===== src/qsnd_pkg.sv =====
//////////////////////////////
// shared types for the sound board glue
// sound bus cycle struct, DSP output struct
// region and mailbox index enums
// address width constants
//////////////////////////////

package qsnd_pkg;

    localparam int rom_aw  = 19; // program ROM, 512 kB
    localparam int qsnd_aw = 23; // sample ROM, up to 8 MB
    localparam int ram_aw  = 13; // work RAM, 8 kB

    // one sound bus cycle, CPU or main CPU side
    typedef struct packed {
        logic [15:0] addr;
        logic [7:0]  dout;
        logic        mreq_n;
        logic        rd_n;
        logic        wr_n;
        logic        m1_n;
        logic        iorq_n;
    } cpu_bus_t;

    // decoded region of the current memory cycle
    typedef enum logic [2:0] {
        rgn_none,
        rgn_rom,
        rgn_bank_rom,
        rgn_ram,
        rgn_mbox_wr,
        rgn_bank_wr,
        rgn_status
    } region_e;

    // register index inside the 0xd000 page, address bits 2:0
    typedef enum logic [2:0] {
        mbox_data_hi = 3'd0,
        mbox_data_lo = 3'd1,
        mbox_addr    = 3'd2,
        mbox_bank    = 3'd3,
        mbox_status  = 3'd7
    } mbox_e;

    // what the DSP core drives back to the board
    typedef struct packed {
        logic [15:0] pbus_out;
        logic [15:0] ab;
        logic [15:0] ser_out;
        logic        pods_n;
        logic        pids_n;
        logic        sadd;
        logic        psel;
        logic        cen_cko;
        logic        iack;
    } dsp_out_t;

endpackage


===== src/qsnd_bus_decode.sv =====
//////////////////////////////
// sound bus decoder
// bus owner mux (sound CPU or main CPU)
// registered region decode, program ROM address
// read data mux and ROM wait flag
//////////////////////////////
`timescale 1ns/1ns

module qsnd_bus_decode import qsnd_pkg::*; (
    input  logic              clk48,
    input  logic              rst,
    input  cpu_bus_t          cpu,
    input  logic [23:1]       main_addr,
    input  logic [7:0]        main_dout,
    input  logic              main_ldswn,
    input  logic              main_busn,
    input  logic [7:0]        rom_data,
    input  logic              rom_ok,
    input  logic [7:0]        ram_q,
    input  logic [3:0]        bank,
    input  logic              dsp_rdy_n,
    output logic [rom_aw-1:0] rom_addr,
    output logic              rom_cs,
    output logic [ram_aw-1:0] ram_addr,
    output logic              ram_we,
    output logic [7:0]        ram_din,
    output logic              mbox_wr,
    output mbox_e             mbox_idx,
    output logic              bank_wr,
    output logic [7:0]        wr_data,
    output logic [7:0]        cpu_din,
    output logic [7:0]        main_din,
    output logic              rom_wait
);

    cpu_bus_t bus;      // bus as seen after the ownership mux
    region_e  rgn_d;
    region_e  rgn_q;
    mbox_e    idx_d;
    logic     rom_ok_q;

    // main CPU drives the bus once the grant is through
    always_comb begin
        bus = cpu;
        if (!main_busn) begin
            bus.addr   = main_addr[16:1];
            bus.dout   = main_dout;
            bus.wr_n   = main_ldswn;
            bus.rd_n   = ~main_ldswn;
            bus.mreq_n = 1'b0; // every main access is a memory cycle
        end
    end

    assign idx_d = mbox_e'(bus.addr[2:0]);

    always_comb begin
        rgn_d = rgn_none;
        if (!bus.mreq_n) begin
            if (!bus.addr[15])
                rgn_d = rgn_rom;
            else if (bus.addr[15:14] == 2'b10)
                rgn_d = rgn_bank_rom;
            else if (bus.addr[15:12] == 4'hc || bus.addr[15:12] == 4'hf)
                rgn_d = rgn_ram;
            else if (bus.addr[15:12] == 4'hd) begin
                if (!bus.wr_n && idx_d <= mbox_addr)
                    rgn_d = rgn_mbox_wr;
                else if (!bus.wr_n && idx_d == mbox_bank)
                    rgn_d = rgn_bank_wr;
                else if (!bus.rd_n && idx_d == mbox_status)
                    rgn_d = rgn_status;
            end
        end
    end

    always_ff @(posedge clk48 or posedge rst) begin
        if (rst) begin
            rgn_q    <= rgn_none;
            rom_ok_q <= 1'b0;
            rom_addr <= '0;
        end else begin
            rgn_q    <= rgn_d;
            rom_ok_q <= rom_ok;
            if (!bus.mreq_n)  // banked window starts at 0x8000 in the ROM
                rom_addr <= bus.addr[15] ? ({1'b0, bank, bus.addr[13:0]} + 19'h8000)
                                         : {4'd0, bus.addr[14:0]};
        end
    end

    // write payload follows the strobe by one clock
    always_ff @(posedge clk48) begin
        mbox_idx <= idx_d;
        wr_data  <= bus.dout;
        main_din <= cpu_din;
    end

    assign rom_cs   = (rgn_q == rgn_rom) || (rgn_q == rgn_bank_rom);
    assign rom_wait = rom_cs & ~rom_ok_q;
    assign mbox_wr  = (rgn_q == rgn_mbox_wr);
    assign bank_wr  = (rgn_q == rgn_bank_wr);
    assign ram_addr = bus.addr[ram_aw-1:0];
    assign ram_din  = bus.dout;
    assign ram_we   = (rgn_q == rgn_ram) && !bus.wr_n;

    always_comb begin
        case (rgn_q)
            rgn_rom, rgn_bank_rom: cpu_din = rom_data; // no opcode decryption
            rgn_ram:               cpu_din = ram_q;
            rgn_status:            cpu_din = {dsp_rdy_n, 3'b111, bank};
            default:               cpu_din = 8'hff;
        endcase
    end

endmodule


===== src/qsnd_regs.sv =====
//////////////////////////////
// sound board registers
// ROM bank and DSP reset
// 24-bit CPU to DSP mailbox
// DSP interrupt and data select sequence
//////////////////////////////
`timescale 1ns/1ns

module qsnd_regs import qsnd_pkg::*; (
    input  logic        clk48,
    input  logic        rst,
    input  logic        mbox_wr,
    input  mbox_e       mbox_idx,
    input  logic        bank_wr,
    input  logic [7:0]  wr_data,
    input  logic        dsp_pids_n,
    input  logic        dsp_iack,
    output logic [3:0]  bank,
    output logic        dsp_rst,
    output logic        dsp_irq,
    output logic        dsp_rdy_n,
    output logic [15:0] dsp_pbus_in
);

    logic [23:0] mbox;        // {address, data word}
    logic [1:0]  data_sel;
    logic        last_pids_n;
    logic        pids_rise;

    assign pids_rise = dsp_pids_n & ~last_pids_n;

    always_ff @(posedge clk48 or posedge rst) begin
        if (rst) begin
            bank    <= 4'd0;
            dsp_rst <= 1'b1; // DSP held until the CPU releases it
        end else if (bank_wr) begin
            bank    <= wr_data[3:0];
            dsp_rst <= ~wr_data[7];
        end
    end

    always_ff @(posedge clk48) begin
        if (mbox_wr) begin
            case (mbox_idx)
                mbox_data_hi: mbox[15:8]  <= wr_data;
                mbox_data_lo: mbox[7:0]   <= wr_data;
                mbox_addr:    mbox[23:16] <= wr_data;
                default: ;
            endcase
        end
    end

    // writing the address byte kicks off the DSP transfer
    always_ff @(posedge clk48 or posedge rst) begin
        if (rst) begin
            dsp_irq     <= 1'b0;
            data_sel    <= 2'b00;
            last_pids_n <= 1'b1;
        end else begin
            last_pids_n <= dsp_pids_n;
            if (mbox_wr && mbox_idx == mbox_addr) begin
                dsp_irq  <= 1'b1;
                data_sel <= 2'b11;
            end else if (pids_rise) begin
                dsp_irq  <= 1'b0; // first read done
                data_sel <= data_sel >> 1;
            end
        end
    end

    assign dsp_rdy_n   = ~(dsp_irq | dsp_iack);
    assign dsp_pbus_in = data_sel[1] ? {8'd0, mbox[23:16]} : mbox[15:0];

endmodule


===== src/qsnd_buslock.sv =====
//////////////////////////////
// main CPU bus request and grant
// grant synchronised on cen8
//////////////////////////////
`timescale 1ns/1ns

module qsnd_buslock (
    input  logic clk48,
    input  logic rst,
    input  logic cen8,
    input  logic main_buse_n,
    input  logic cpu_busak_n,
    input  logic rom_wait,
    output logic cpu_busrq_n,
    output logic main_busn,
    output logic main_busakn
);

    logic [1:0] sync;   // grant pipeline, active low

    assign cpu_busrq_n = main_buse_n;   // request goes straight to the CPU
    assign main_busn   = sync[1];

    // held off while a ROM cycle is still waiting for data
    assign main_busakn = sync[1] | main_buse_n | rom_wait;

    always_ff @(posedge clk48 or posedge rst) begin
        if (rst)
            sync <= 2'b11;
        else if (main_buse_n)
            sync <= 2'b11;  // request dropped, back to idle
        else if (cen8)
            sync <= {sync[0], cpu_busak_n};
    end

endmodule


===== src/qsnd_cpu_timing.sv =====
//////////////////////////////
// sound CPU timing
// periodic interrupt with acknowledge
// one wait slot on fetches at 0x4000 and up
//////////////////////////////
`timescale 1ns/1ns

module qsnd_cpu_timing #(
    parameter int int_period = 32000
) (
    input  logic       clk48,
    input  logic       rst,
    input  logic       cen8,
    input  logic       m1_n,
    input  logic       iorq_n,
    input  logic [3:0] fetch_page,
    output logic       int_n,
    output logic       cpu_cen
);

    localparam int cw = $clog2(int_period + 1);

    logic [cw-1:0] cnt;
    logic          cnt_over;
    logic          idle;    // swallows one cen8 tick
    logic          done;    // one slot per fetch

    assign cnt_over = (cnt == cw'(int_period - 1));
    assign cpu_cen  = cen8 & ~idle;

    always_ff @(posedge clk48 or posedge rst) begin
        if (rst) begin
            cnt   <= '0;
            int_n <= 1'b1;
        end else if (cen8) begin
            cnt <= cnt_over ? '0 : cnt + 1'b1;
            if (!m1_n && !iorq_n)
                int_n <= 1'b1;  // interrupt acknowledge cycle
            else if (cnt_over)
                int_n <= 1'b0;
        end
    end

    always_ff @(posedge clk48 or posedge rst) begin
        if (rst) begin
            idle <= 1'b0;
            done <= 1'b0;
        end else if (cen8) begin
            if (idle)
                idle <= 1'b0;
            else if (!m1_n && fetch_page >= 4'h4 && !done) begin
                idle <= 1'b1;
                done <= 1'b1;
            end
            if (m1_n)
                done <= 1'b0;   // fetch over, rearm
        end
    end

endmodule


===== src/qsnd_audio_latch.sv =====
//////////////////////////////
// DSP audio capture
// serial word latch into left and right
// sample strobe, sample ROM address
//////////////////////////////
`timescale 1ns/1ns

module qsnd_audio_latch import qsnd_pkg::*; (
    input  logic               clk48,
    input  logic               rst,
    input  dsp_out_t           dsp,
    output logic signed [15:0] left,
    output logic signed [15:0] right,
    output logic               sample,
    output logic [qsnd_aw-1:0] qsnd_addr
);

    logic signed [15:0] word_l;
    logic signed [15:0] word_r;
    logic               last_sadd;
    logic               last_psel;
    logic               last_pods_n;
    logic               sadd_fall;
    logic               psel_rise;

    assign sadd_fall = last_sadd & ~dsp.sadd;
    assign psel_rise = dsp.psel & ~last_psel;

    // serial port bypassed, word taken in parallel
    always_ff @(posedge clk48) begin
        if (sadd_fall) begin
            if (dsp.psel)
                word_r <= dsp.ser_out;
            else
                word_l <= dsp.ser_out;
        end
    end

    always_ff @(posedge clk48 or posedge rst) begin
        if (rst) begin
            last_sadd   <= 1'b0;
            last_psel   <= 1'b0;
            last_pods_n <= 1'b1;
            left        <= '0;
            right       <= '0;
            sample      <= 1'b0;
            qsnd_addr   <= '0;
        end else begin
            last_sadd   <= dsp.sadd;
            last_psel   <= dsp.psel;
            last_pods_n <= dsp.pods_n;
            sample      <= 1'b0;
            if (psel_rise) begin
                left   <= word_l <<< 2;    // gain of 4
                right  <= word_r <<< 2;
                sample <= 1'b1;
            end
            if (dsp.pods_n && !last_pods_n)
                qsnd_addr[15:0] <= dsp.pbus_out;
            // high bits come from the external address bus
            if (dsp.ab[15] && dsp.cen_cko)
                qsnd_addr[qsnd_aw-1:16] <= dsp.ab[6:0];
        end
    end

endmodule


===== src/qsnd_sound.sv =====
//////////////////////////////
// QSound sound board glue, top level
// bus decode, registers, bus lock
// CPU timing and audio capture
//////////////////////////////
`timescale 1ns/1ns

module qsnd_sound import qsnd_pkg::*; #(
    parameter int int_period = 32000
) (
    input  logic               clk48,
    input  logic               rst,
    input  logic               cen8,
    // sound CPU
    input  cpu_bus_t           cpu,
    input  logic               cpu_busak_n,
    output logic [7:0]         cpu_din,
    output logic               cpu_busrq_n,
    output logic               cpu_cen,
    output logic               int_n,
    // main CPU
    input  logic [23:1]        main_addr,
    input  logic [7:0]         main_dout,
    input  logic               main_ldswn,
    input  logic               main_buse_n,
    output logic [7:0]         main_din,
    output logic               main_busakn,
    // program ROM and work RAM
    input  logic [7:0]         rom_data,
    input  logic               rom_ok,
    output logic [rom_aw-1:0]  rom_addr,
    output logic               rom_cs,
    input  logic [7:0]         ram_q,
    output logic [ram_aw-1:0]  ram_addr,
    output logic               ram_we,
    output logic [7:0]         ram_din,
    // DSP
    input  dsp_out_t           dsp,
    output logic               dsp_rst,
    output logic               dsp_irq,
    output logic [15:0]        dsp_pbus_in,
    // audio
    output logic signed [15:0] left,
    output logic signed [15:0] right,
    output logic               sample,
    output logic [qsnd_aw-1:0] qsnd_addr
);

    logic [3:0] bank;
    logic       dsp_rdy_n;
    logic       mbox_wr;
    mbox_e      mbox_idx;
    logic       bank_wr;
    logic [7:0] wr_data;
    logic       main_busn;
    logic       rom_wait;

    qsnd_bus_decode u_decode (
        .clk48, .rst, .cpu, .main_addr, .main_dout, .main_ldswn, .main_busn,
        .rom_data, .rom_ok, .ram_q, .bank, .dsp_rdy_n,
        .rom_addr, .rom_cs, .ram_addr, .ram_we, .ram_din,
        .mbox_wr, .mbox_idx, .bank_wr, .wr_data, .cpu_din, .main_din, .rom_wait
    );

    qsnd_regs u_regs (
        .clk48, .rst, .mbox_wr, .mbox_idx, .bank_wr, .wr_data,
        .dsp_pids_n (dsp.pids_n),
        .dsp_iack   (dsp.iack),
        .bank, .dsp_rst, .dsp_irq, .dsp_rdy_n, .dsp_pbus_in
    );

    qsnd_buslock u_buslock (
        .clk48, .rst, .cen8, .main_buse_n, .cpu_busak_n, .rom_wait,
        .cpu_busrq_n, .main_busn, .main_busakn
    );

    qsnd_cpu_timing #(.int_period(int_period)) u_timing (
        .clk48, .rst, .cen8,
        .m1_n       (cpu.m1_n),
        .iorq_n     (cpu.iorq_n),
        .fetch_page (cpu.addr[15:12]),  // fetches come from the sound CPU only
        .int_n, .cpu_cen
    );

    qsnd_audio_latch u_audio (
        .clk48, .rst, .dsp, .left, .right, .sample, .qsnd_addr
    );

endmodule


===== config.mk =====
export PLATFORM = sky130hd
export DESIGN_NAME = qsnd_sound
export DESIGN_NICKNAME = d
export VERILOG_FILES = /design/src/qsnd_pkg.sv /design/src/qsnd_bus_decode.sv /design/src/qsnd_regs.sv /design/src/qsnd_buslock.sv /design/src/qsnd_cpu_timing.sv /design/src/qsnd_audio_latch.sv /design/src/qsnd_sound.sv
export SDC_FILE = /design/constraint.sdc
export NUM_CORES = 1
export LEC_CHECK = 0
export BUFFER_PORTS_ARGS = -buffer_cell sky130_fd_sc_hd__buf_2
export CORE_MARGIN = 2
export CORE_UTILIZATION = 41
export CTS_BUF_LIST = sky130_fd_sc_hd__clkbuf_8
export DETAILED_ROUTE_END_ITERATION = 10
export PLACE_DENSITY = 0.68
export SLEW_MARGIN = 20
export SYNTH_ARGS = -nofsm -noshare
export SYNTH_HDL_FRONTEND = slang
export SYNTH_HIERARCHICAL = 1
export SYNTH_SLANG_ARGS = --single-unit
export TNS_END_PERCENT = 1

===== constraint.sdc =====
create_clock -name clk48 -period 4.7 [get_ports clk48]
set_input_delay 0.94 -clock clk48 [delete_from_list [all_inputs] [get_ports clk48]]
set_output_delay 0.94 -clock clk48 [all_outputs]
set_load 0.005 [all_outputs]

[Yosys cells after proc, flatten, opt, wreduce, memory -nomap -nowiden]
Index checks and enable logic that the tools add are counted.
Storage, ports and cells
  bits in registers: 178
  input bits: 137
  output and inout bits: 136
  word-level logic and storage cells: 124
Cells by class
  $add $sub $neg: 2
  $lt $le $gt $ge: 2
  eq/ne operators: 16
  muxes and demuxes: 27
  bitwise operators: 17
  reduce and logical (&&, ||, !) cells: 31
Operators with widths (number)
  $mux 27: 1
  $mux 3: 8
  $pmux 8 s3: 1
  $add 18x16->19 const B: 1
  $mux 19: 1
  $mux 16: 1
  $add 15x1->15 const B: 1
  $eq 15x15->1 const B: 1
  $mux 15: 1
  $eq 3x2->1 const B: 4
  $eq 3x3->1 const B: 4
  $eq 4x4->1 const B: 3
  $reduce_and 2->1: 6
  $logic_and 1x1->1: 10
  $mux 1: 10
  $not 1->1: 9
  $mux 2: 4
  $reduce_bool 2->1: 4
  $eq 3x1->1 const B: 2
  $logic_not 1->1: 6
  $and 1x1->1: 5
  $ge 4x3->1 const B: 1
  $le 3x2->1 const B: 1
  $logic_not 3->1: 1
  other kinds (6): 9

[Depth between registers and ports, before layout]
Gate-level depths: netlist of run 1.
  depth in word-level cells: 12
  mapped depth: 6
  depth with buffers taken out: 5

[Cells and area by module]
Netlist of run 1, hierarchy kept.
Modules (own cells, without submodules)
  qsnd_audio_latch: times used 1, cells each 150, area each 2965.3 um^2, sequential area each 2218.4 um^2
  qsnd_bus_decode: times used 1, cells each 225, area each 2237.1 um^2, sequential area each 955.9 um^2
  qsnd_regs: times used 1, cells each 62, area each 1204.9 um^2, sequential area each 898.4 um^2
  qsnd_cpu_timing: times used 1, cells each 90, area each 944.7 um^2, sequential area each 451.7 um^2
  qsnd_buslock: times used 1, cells each 9, area each 100.1 um^2, sequential area each 52.6 um^2

[Worst setup path before layout of run 1]
Ideal clock, no wire load.
  kind: input -> register
  start point: input dsp[2] in the netlist's numbering
  end point: register u_audio.word_l[0], enable pin
  setup time: 0.406 ns
  data arrival time: 2.050 ns
  data required time: 4.294 ns
  setup slack: 2.244 ns
  cell stages on the path: 1
  path buffers: 0
  cells stage by stage: nor3b_1
Between the ends
  cells in the longest elaborated chain, start to end: 2
RTL lines
  start: declaration: RTL line qsnd_sound.sv:38  | input dsp_out_t dsp,
  $not 1->1 (no source line)
  $reduce_and 2->1 (no source line)
  end signal: assignment: RTL line qsnd_audio_latch.sv:35  | word_l <= dsp.ser_out;
  end: declaration: RTL line qsnd_audio_latch.sv:18  | logic signed [15:0] word_l;
Every way passes these cells.
A chain may end at the register's enable or synchronous reset.

[Worst setup path in the final report of run 1]
  start point: register u_decode.rgn_q[1]
  end point: output main_busakn
Between the ends
  cells in the longest elaborated chain, start to end: 4
RTL lines
  start: declaration: RTL line qsnd_bus_decode.sv:38  | region_e rgn_q;
  start signal: assignment: RTL line qsnd_bus_decode.sv:78  | rgn_q <= rgn_none;
  start signal: assignment: RTL line qsnd_bus_decode.sv:82  | rgn_q <= rgn_d;
  $eq 3x1->1 or $eq 3x2->1 (tied branches): RTL line qsnd_bus_decode.sv:97  | assign rom_cs = (rgn_q == rgn_rom) || (rgn_q == rgn_bank_rom);
  $logic_or 1x1->1 (*): RTL line qsnd_bus_decode.sv:97
  $and 1x1->1 (*): RTL line qsnd_bus_decode.sv:98  | assign rom_wait = rom_cs & ~rom_ok_q;
  named net rom_wait: RTL line qsnd_sound.sv:56  | logic rom_wait;
  $or 1x1->1 (*): RTL line qsnd_buslock.sv:25  | assign main_busakn = sync[1] | main_buse_n | rom_wait;
  end: declaration: RTL line qsnd_sound.sv:27  | output logic main_busakn,
The timed path passes the listed nets; every way through them passes the cells marked *.

==> run metrics, run 1 <==
status completed; MaxCap Viol Count 0; # resized after CTS 0; Hold Path Class input pin to async pin; Top delay family on crit path flip-flops; leading cell type by number of instances after synthesis dfrtp_1; setup violators final 0; Post-synth ARST share 0.5966; CP max-delay cell dfrtp_1; fin area approximately 9000 µm²; Clock Latency Late Sink between 0.4 and 0.5 ns; n_diodes 0; Avg Vias per Cell about 4.8; flop2flop setup slack roughly 2.4 ns; Final WS setup between 1 and 1.5 ns; TritonCTS buffer count 17; Hold Buf Count CTS 0; crit path launch type flip-flop; total negative slack 0 ns; via count a little under 5k; vias in the first global route 4,737; initial antenna violation count 0; row cnt 49; register bit total from synthesis 176; Leakage just over 4 nW; library cells used by synthesis 64; Worst Setup End Kind primary output; cells along the critical path nand2b_1, a21oi_1, nor2b_1, or3_1, buf_2; drt first pass iters 4; GR Overflow Total 0; core area 17,900 µm²; top cells by area, synth dfrtp_1 33%, edfxtp_1 21%, mux2_2 10%; met3 Usage GRT 0.05318; HPWL Detailed 12.32 mm; Yosys warnings 6; Post-DRT Antenna Nets 0; starting density of the core 0.4163; share of post-route cells with drive strength above 1 0.5206; # clock sinks between 150 and 200; final worst-path cycle share 0.6983; CTS clock-pin slew for the worst setup and hold paths around 0.10 ns; fmax 304.7 MHz; Critical Path RT 3.76 ns; average size of a mapped cell around 14 µm²; number of I/O pins approximately 270; clock skew 0.01314 ns; Placed Area between 8000 and 9000 µm²; Slew @ Worst Pin about 0.97 ns; max-slew violations 0; cell taking the most area after synthesis dfrtp_1; Die Ht 138.8 µm; maximum VDD drop 0.0001873 V; chip width roughly 140 µm; post-synth top area share 0.3324; CTS tree done; Power Dens Cells approximately 370 nW/µm²; GR Util met1 0.2277; WS Path Type flip-flop to primary output; Max-Slew Margin vs Limit 0.3550; clock tree buffer depth 2; Worst EP arrival 2.34 ns; met2 usage 0.2769; Total Power between 3 and 4 mW; worst path bufs/invs 1; Post-Syn Area around 7500 µm²; Area Growth Syn to Fin 21.09%; RSZ-0062 raised after global routing no; post-DR wirelength/cell roughly 16 µm; Placer Congestion 0.8076; die footprint 19,270 µm²; number of enable flip-flop cells after synthesis 52; top_reg_cell synth dfrtp_1; fin crit period 3.282 ns; first-pass GRT wire length approximately 26 mm; postcts setup bufs 0; CP max stage delay between 0.7 and 0.8 ns; Fin. Hold Viols 0; Max Fanout on Critical Path 14; CTS H-tree lvls 4; GRT Total Usage 0.1732; Initial DRC Count approximately 250; pre-CTS WS 1.891 ns; GRT Max-Usage Layer met2; Final Net Count ~900; Fin Hold WS roughly 0.46 ns; Synth Instances 536; DR DRC count 0; Final Routed Wirelength ~17 mm; Post-synth top cells 99 x dfrtp_1, 68 x mux2_2, 57 x nor2_1; Clock Tree Root clkbuf_8; sequential share of the synthesized area 0.6142; input/output buffers 251; pin count of the biggest net entering global routing 36
-- worst paths after layout --
check | start | end | depth (start not counted)
min in group clk48 | u_decode/wr_data[4]$_DFF_P_ | u_regs/mbox[12]$_DFFE_PP_ | 0
worst max register to register | u_buslock/sync[1]$_DFFE_PP1P_ | u_decode/rom_addr[11]$_DFFE_PP0N_ | 4
worst max-delay path | u_decode/rgn_q[1]$_DFF_PP0_ | main_busakn | 5
max in group asynchronous | rst | u_audio/qsnd_addr[7]$_DFFE_PP0P_ | 3
worst min-delay path | rst | u_regs/bank[2]$_DFFE_PP0P_ | 2
worst min register to register | u_decode/wr_data[4]$_DFF_P_ | u_regs/mbox[12]$_DFFE_PP_ | 0
-- sequential cells by signal, indices dropped and copies added (netlist names), 2 cells and up --
register and count:
u_regs/mbox 24, u_audio/qsnd_addr 23, u_decode/rom_addr 19, u_timing/cnt 15
u_audio/left 14, u_audio/right 14, u_audio/word_l 14, u_audio/word_r 14
u_decode/main_din 8, u_decode/wr_data 8, u_regs/bank 4, u_decode/mbox_idx 3
u_decode/rgn_q 3, u_buslock/sync 2
-- cell type report --
class / count / area (µm²)
well taps: 229 / 286.5
flip-flops and latches: 176 / 4577
multi-input cells: 303 / 2455
clock inverters: 15 / 140.1
fillers: 1595 / 8879
clock buffers: 17 / 234.0
inverters: 12 / 45.04
repair buffers: 255 / 1286
-- through the flow --
| stage | cells | util |
|---|---|---|
| CTS | 1007 | 0.5041 |
| floorplan | 539 | - |
| finish | 1007 | 0.5041 |
| global route | 1007 | 0.5041 |
| global placement | 975 | 0.4832 |
| detailed placement | 975 | 0.4832 |
-- cells by family after synthesis --
family | Yosys count | share of synthesized area
xor gates and xnor gates | 13 | 0.01528
muxes | 98 | 0.1566
adders and majority gates | 2 | 0.003357
buffers and inverters | 60 | 0.05944
and+or+nand+nor | 140 | 0.1036
DFF | 176 | 0.6142
other | 1 | 0.0005032
AOI/OAI and AO/OA | 46 | 0.04701
-- worst register-to-register path: stages, from the launching register on --
cell and delay [ns]:
dfstp_2 0.93, buf_4 0.37, and2_1 0.69, nor2_1 0.19, nor2_1 0.12
-- where the power goes --
group	switching [mW]	internal [mW]	total, mW
clock network	0.601	0.393	0.994
logic	0.233	0.266	0.499
registers	0.120	1.72	1.84
total	0.954	2.38	3.34
-- metal layers --
layer	wire, µm	part of all wire
met5	0	0
met4	298	0.018
met3	1084	0.066
met2	7733	0.47
met1	7420	0.45
-- cells in the final DEF (no fill, tap or decap), types with 8 or more instances in the layout --
master,synthesis,layout
xnor2_1,8,8
edfxtp_1,52,52
nor2_1,57,57
nand2_1,20,20
mux2i_1,11,11
clkbuf_8,0,17
o21ai_0,12,12
nand2b_1,9,9
nor2b_1,14,14
dfrtp_1,99,99
inv_1,12,11
dfxtp_1,19,19
mux2_2,68,68
a21oi_1,10,10
mux2_4,17,17
buf_2,2,251
Power figures use the tool's default switching activity.
==> inputs of run 2 (changes only) <==
Clock period 4.7 ns to 3.2 ns, I/O delays scaled along.
==> run 2 against run 1 <==
  * Power is 51% higher
  * Register-to-register slack got worse by 1.1 ns
  * Design area grew 1.0%
  * Routed wire length up 1.2%
  * Clock power rose by 62%
  * Clock skew rose by 0.00095 ns
  * Sequential power up 46%
  * Largest power group unchanged
  * Sequential share of layout area decreased by 0.50 points
  * Combinational power up 51%
  * Cell count up 0.70%
  * Global-route usage down 0.050 points
==> run metrics, run 2 (synthesized netlist as in run 1, its figures left out) <==
status completed; GRT Total Usage 0.1727 (-0.0005023); Max-Slew Margin vs Limit 0.4042 (+0.04923); pre-CTS WS 0.8139 ns (-1.077 ns); Hold Path Class input pin to async pin; Initial DRC Count 160 (-37%); Total Power 5.053 mW (+51%); final worst-path cycle share 0.8901; final cell count without fillers 1,014 (+0.70%); Worst Reg-to-Reg Cells 5 (+1); initial antenna violation count 4 (+4); via count 4,850 (+0.87%); flop2flop setup slack 1.22 ns (-1.14 ns); Comb power frac 0.149 (about the same); GR Overflow Total 0 (unchanged); CTS clock-pin slew for the worst setup and hold paths 0.10 ns (about the same); most common cell after layout, fill and taps aside buf_2; number of I/O pins 273 (unchanged); Critical Path RT 2.56 ns (-1.20 ns); CTS H-tree lvls 4 (unchanged); Hold Buf Count CTS 0 (unchanged); Top delay family on crit path flip-flops; Area Growth Syn to Fin 22.30%; fill count 1,596 (+0.063%); Final Net Count 908 (+0.44%); row cnt 49 (unchanged); core area 17,900 µm² (unchanged); setup violators final 0 (unchanged); fmax about 350 MHz; total negative slack 0 ns (unchanged); RSZ-0062 raised after global routing no; DR DRC count 0 (unchanged); worst reg2reg startpoint u_buslock/sync[1]$_DFFE_PP1P_; CP max stage delay 0.79 ns (about the same); Placer Congestion 0.8027 (-0.61%); # placed instances 979 (+0.41%); cells along the critical path buf_4, mux2_2, buf_2; starting density of the core 0.4163 (unchanged); drt first pass iters 7 (+3); Largest register FFs 24 (unchanged); post-DR wirelength/cell 16.50 µm (+0.49%); Power Dens Cells 554.4 nW/µm² (+50%); sw frac 0.2732 (-0.01255); maximum VDD drop 0.0003034 V (+62%); # resized after CTS 0 (unchanged); first-pass GRT wire length 25.63 mm (-1.6%); Seq pwr share 0.533 (-0.020); register bank with the most flops u_regs/mbox; CP max-delay cell dfstp_2; input/output buffers 251 (unchanged); Max Fanout on Critical Path 27 (+13); Clock Power Share 0.318 (+0.020); MaxCap Viol Count 0 (unchanged); CTS tree done; fin crit period between 2 and 3 ns; Die Ht 138.8 µm (unchanged); Largest regs u_regs/mbox x24, u_audio/qsnd_addr x23, u_decode/rom_addr x19; internal power 3.673 mW (+54%); Final WS setup 0.3516 ns (-1.067 ns); # clock sinks 176 (unchanged); Clock Tree Root clkbuf_8; Leakage 4.103 nW (+1.1%); clock skew 0.01409 ns (+0.0009455 ns); most used cells in the layout excluding fill and tap cells 251 x buf_2, 99 x dfrtp_1, 68 x mux2_2; Post-DRT Antenna Nets 0 (unchanged); vias in the first global route 4,668 (-1.5%); Fin. Hold Viols 0 (unchanged); share of post-route cells with drive strength above 1 0.5230 (+0.002452); WS Path Type flip-flop to primary output; Final Routed Wirelength 16.73 mm (+1.2%); clock tree buffer depth 2 (unchanged); worst path bufs/invs 2 (+1); Worst Setup End Kind primary output; pin count of the biggest net entering global routing 42 (+17%); die footprint 19,270 µm² (unchanged); crit path launch type flip-flop; Clock Latency Late Sink 0.45 ns (about the same); Worst EP arrival 2.21 ns (-0.13 ns); Reg2Reg Capture Point u_decode/rgn_q[0]$_DFF_PP0_; Avg Vias per Cell 4.783 (+0.18%); HPWL Detailed 12.54 mm (+1.7%); Sw Pwr 1.380 mW (+45%); max-slew violations 0 (unchanged); postcts setup bufs 0 (unchanged); TritonCTS buffer count 17 (unchanged); Slew @ Worst Pin 0.8927 ns (-0.07278 ns); chip width 138.8 µm (unchanged)
-- run 2: changes by cell type in the layout (fill, tap and decap cells not counted), sizes merged --
cell and delta:
buf +4, bufinv +2, clkbuf +1, clkinv +5, clkinvlp -1, diode +3
inv -7
-- run 2: worst register-to-register path, cell delays in order, from the launching register on --
cell,delay [ns]
dfstp_2,0.79
buf_4,0.41
or2b_1,0.28
o32ai_1,0.19
a211oi_1,0.14
nor2_1,0.11
-- run 2: routing by layer --
layer / global-route usage / part of all wire / vias to the layer above
li1: - / - / 2311
met1: 0.2227 / 0.42 / 2301
met2: 0.2777 / 0.48 / 212
met3: 0.05594 / 0.075 / 22
met4: 0.05688 / 0.015 / 4
met5: 0 / 0.0016 / -
-- run 2: power by group through the flow --
stage | clock (mW) | combinational, mW | sequential (mW)
2_1_floorplan | 0 | 0.468 | 2.72
3_3_place_gp | 0 | 0.753 | 2.73
3_5_place_dp | 0 | 0.766 | 2.74
4_1_cts | 1.67 | 0.767 | 2.70
5_1_grt | 1.77 | 0.832 | 2.73
6_report | 1.61 | 0.751 | 2.69
-- run 2: through the flow --
| stage | cell area (µm²) | hold slack (ns) | utilization |
|---|---|---|---|
| finish | 9114 | 0.1748 | 0.5091 |
| global placement | 8680 | 0.4336 | 0.4848 |
| detailed placement | 8680 | 0.4408 | 0.4848 |
| global route | 9111 | 0.1785 | 0.5089 |
| floorplan | 7463 | 0.4062 | - |
| CTS | 9105 | 0.1506 | 0.5086 |
-- run 2: layout make-up --
type,instances,area [µm²],share of cell area
clock inverter,14,177.7,0.01949
clock buffer,18,247.7,0.02718
antenna,3,7.507,0.0008237
multi-input combinational,303,2455,0.2694
inverter,12,46.29,0.005080
tap,229,286.5,0.03144
sequential,176,4577,0.5022
timing repair buffer,259,1316,0.1444
-- run 2: how the worst max path moves through the flow --
stage                                             start                        end  depth (start not counted)
after floorplan             u_decode/rgn_q[2]$_DFF_PP0_  u_regs/mbox[10]$_DFFE_PP_                          3
after global routing      u_buslock/sync[1]$_DFFE_PP1P_                ram_addr[2]                          4
after global placement    u_buslock/sync[1]$_DFFE_PP1P_                ram_addr[2]                          4
after detailed placement  u_buslock/sync[1]$_DFFE_PP1P_                ram_addr[2]                          4
final                     u_buslock/sync[1]$_DFFE_PP1P_                ram_addr[0]                          3
after CTS                 u_buslock/sync[1]$_DFFE_PP1P_                ram_addr[2]                          4
==> inputs of run 3 (changes only) <==
Settings changed: CELL_PAD_IN_SITES_DETAIL_PLACEMENT set to 0, CELL_PAD_IN_SITES_GLOBAL_PLACEMENT set to 2, CORE_UTILIZATION 41 to 33, PLACE_DENSITY 0.68 to unset, PLACE_DENSITY_LB_ADDON set to 0.1.
==> run 3 against run 2 <==
  * Utilization fell by 9.4 points
  * Combinational power rose by 2%
  * Largest cell class unchanged
  * Routed wire length rose by 8.8%
  * Power fell by 2.3%
  * Global-route usage fell by 1.9 points
  * Cell count rose by 5.2%
  * Critical path type unchanged
==> run metrics, run 3 (synthesized netlist as in run 1, its figures left out) <==
status completed; internal power 3.527 mW (-4.0%); input/output buffers 251 (unchanged); Comb power frac 0.155 (+0.006); clock skew 0.01717 ns (+0.003077 ns); Total Power 4.936 mW (-2.3%); Final Net Count 910 (+0.22%); drt first pass iters 4 (-3); die footprint 23,800 µm² (+24%); Max-Slew Margin vs Limit 0.3645 (-0.03977); number of I/O pins 273 (unchanged); Reg area 4577 µm² (unchanged); DR DRC count 0 (unchanged); Final Routed Wirelength 18.20 mm (+8.8%); met2 usage 0.2624 (-0.01524); Post-DRT Antenna Nets 0 (unchanged); Seq pwr share 0.545 (+0.012); Largest register FFs 24 (unchanged); MaxCap Viol Count 0 (unchanged); GR Util met1 0.1838 (-0.03883); TritonCTS buffer count 17 (unchanged); CTS H-tree lvls 4 (unchanged); Die Ht 154.3 µm (+11%); Max Fanout on Critical Path 14 (-48%); Power Dens Cells 539.3 nW/µm² (-2.7%); Multi-input gate area 2455 µm² (unchanged); starting density of the core 0.3383 (-0.07794); Critical Path RT 2.56 ns (about the same); Fin. Hold Viols 0 (unchanged); first-pass GRT wire length 28.01 mm (+9.3%); met3 Usage GRT 0.04763 (-0.008307); setup violators final 0 (unchanged); Placer Congestion 0.7910 (-1.5%); Worst EP arrival 2.19 ns (-0.02 ns); fin crit period 2.830 ns (-0.01845 ns); post-DR wirelength/cell 17.06 µm (+3.4%); Leakage 4.096 nW (-0.18%); # clock sinks 176 (unchanged); HPWL Detailed 13.83 mm (+10%); fmax 353.4 MHz (+0.65%); RSZ-0062 raised after global routing no; GRT Max-Usage Layer met2; clock tree buffer depth 2 (unchanged); postcts setup bufs 0 (unchanged); sw frac 0.2854 (+0.01227); Slew @ Worst Pin 0.9523 ns (+0.05959 ns); Clock Tree Root clkbuf_8; crit path launch type flip-flop; fill count 2,135 (+34%); GRT Total Usage 0.1535 (-0.01922); pin count of the biggest net entering global routing 30 (-29%); Area Growth Syn to Fin 22.82%; Clock Latency Late Sink 0.47 ns (+0.02 ns); maximum VDD drop 0.0002218 V (-27%); via count 4,910 (+1.2%); chip width 154.3 µm (+11%); Initial DRC Count 172 (+7.5%); CTS clock-pin slew for the worst setup and hold paths 0.09 ns (about the same); share of post-route cells with drive strength above 1 0.5242 (+0.001217); max-slew violations 0 (unchanged); WS Path Type flip-flop to primary output; total negative slack 0 ns (unchanged); Avg Vias per Cell 4.602 (-3.8%); Sw Pwr 1.409 mW (+2.1%); Hold Path Class input pin to async pin; CTS tree done; register bank with the most flops u_regs/mbox; GR Overflow Total 0 (unchanged); initial antenna violation count 4 (unchanged); vias in the first global route 5,103 (+9.3%); Hold Buf Count CTS 0 (unchanged); Largest regs u_regs/mbox x24, u_audio/qsnd_addr x23, u_decode/rom_addr x19; row cnt 54 (+10%); # resized after CTS 0 (unchanged); core area 22,030 µm² (+23%); most used cells in the layout excluding fill and tap cells 251 x buf_2, 99 x dfrtp_1, 68 x mux2_2; Worst Setup End Kind primary output; final worst-path cycle share 0.8844 (-0.005767); most common cell after layout, fill and taps aside buf_2; Clock Power Share 0.300 (-0.018)
[run 3: area by class of cell]
type | count | share of cell area
multi-input combinational | 303 | 0.2682
clock inverter | 14 | 0.01517
timing repair buffer | 261 | 0.1455
sequential | 176 | 0.5001
clock buffer | 18 | 0.02707
antenna | 3 | 0.0008202
tap | 280 | 0.03828
inverter | 12 | 0.004921
[run 3: layer usage]
layer  share of wire  vias to the layer above
met5               0                        -
met4           0.016                        0
met3           0.067                       20
met2            0.49                      174
met1            0.43                     2399
li1                -                     2317
[run 3: critical path: stages, from the launching register on]
cell	delay, ns
dfrtp_1	0.34
buf_4	0.19
nand2b_1	0.36
a21oi_1	0.22
nor2b_1	0.18
or3_1	0.31
buf_2	0.13
[run 3: worst paths after layout]
check,startpoint,to,slack [ns],cells after the start
worst max-delay path,u_decode/rgn_q[0]$_DFF_PP0_,main_busakn,0.37,6
worst min-delay path,rst,u_regs/bank[3]$_DFFE_PP0P_,0.19,2
worst max register to register,u_buslock/sync[1]$_DFFE_PP1P_,u_decode/rom_addr[15]$_DFFE_PP0N_,1.11,4
worst min register to register,u_decode/wr_data[6]$_DFF_P_,u_regs/mbox[6]$_DFFE_PP_,0.47,0
max in group asynchronous,rst,u_decode/rom_addr[15]$_DFFE_PP0N_,2.14,2
min in group clk48,dsp[5],u_audio/last_pods_n$_DFF_PP1_,0.27,1
[run 3: metrics by stage]
step                      utilization  hold slack, ns  instance area (µm²)  instances  setup WS, ns
after global placement         0.3976          0.4360                 8758       1032        0.9132
final                          0.4155          0.1867                 9153       1067        0.3700
after floorplan                     -          0.4062                 7463        539        0.9908
after CTS                      0.4152          0.1662                 9145       1064        0.3363
after detailed placement       0.3976          0.4442                 8758       1032        0.8726
after global routing           0.4155          0.1779                 9153       1067        0.1829
[run 3: power groups by stage]
stage | Combinational (mW) | Sequential [mW] | Clock [mW]
floorplan | 0.468 | 2.72 | 0
global placement | 0.763 | 2.73 | 0
detailed placement | 0.781 | 2.74 | 0
CTS | 0.784 | 2.69 | 1.55
global route | 0.848 | 2.72 | 1.65
finish | 0.766 | 2.69 | 1.48
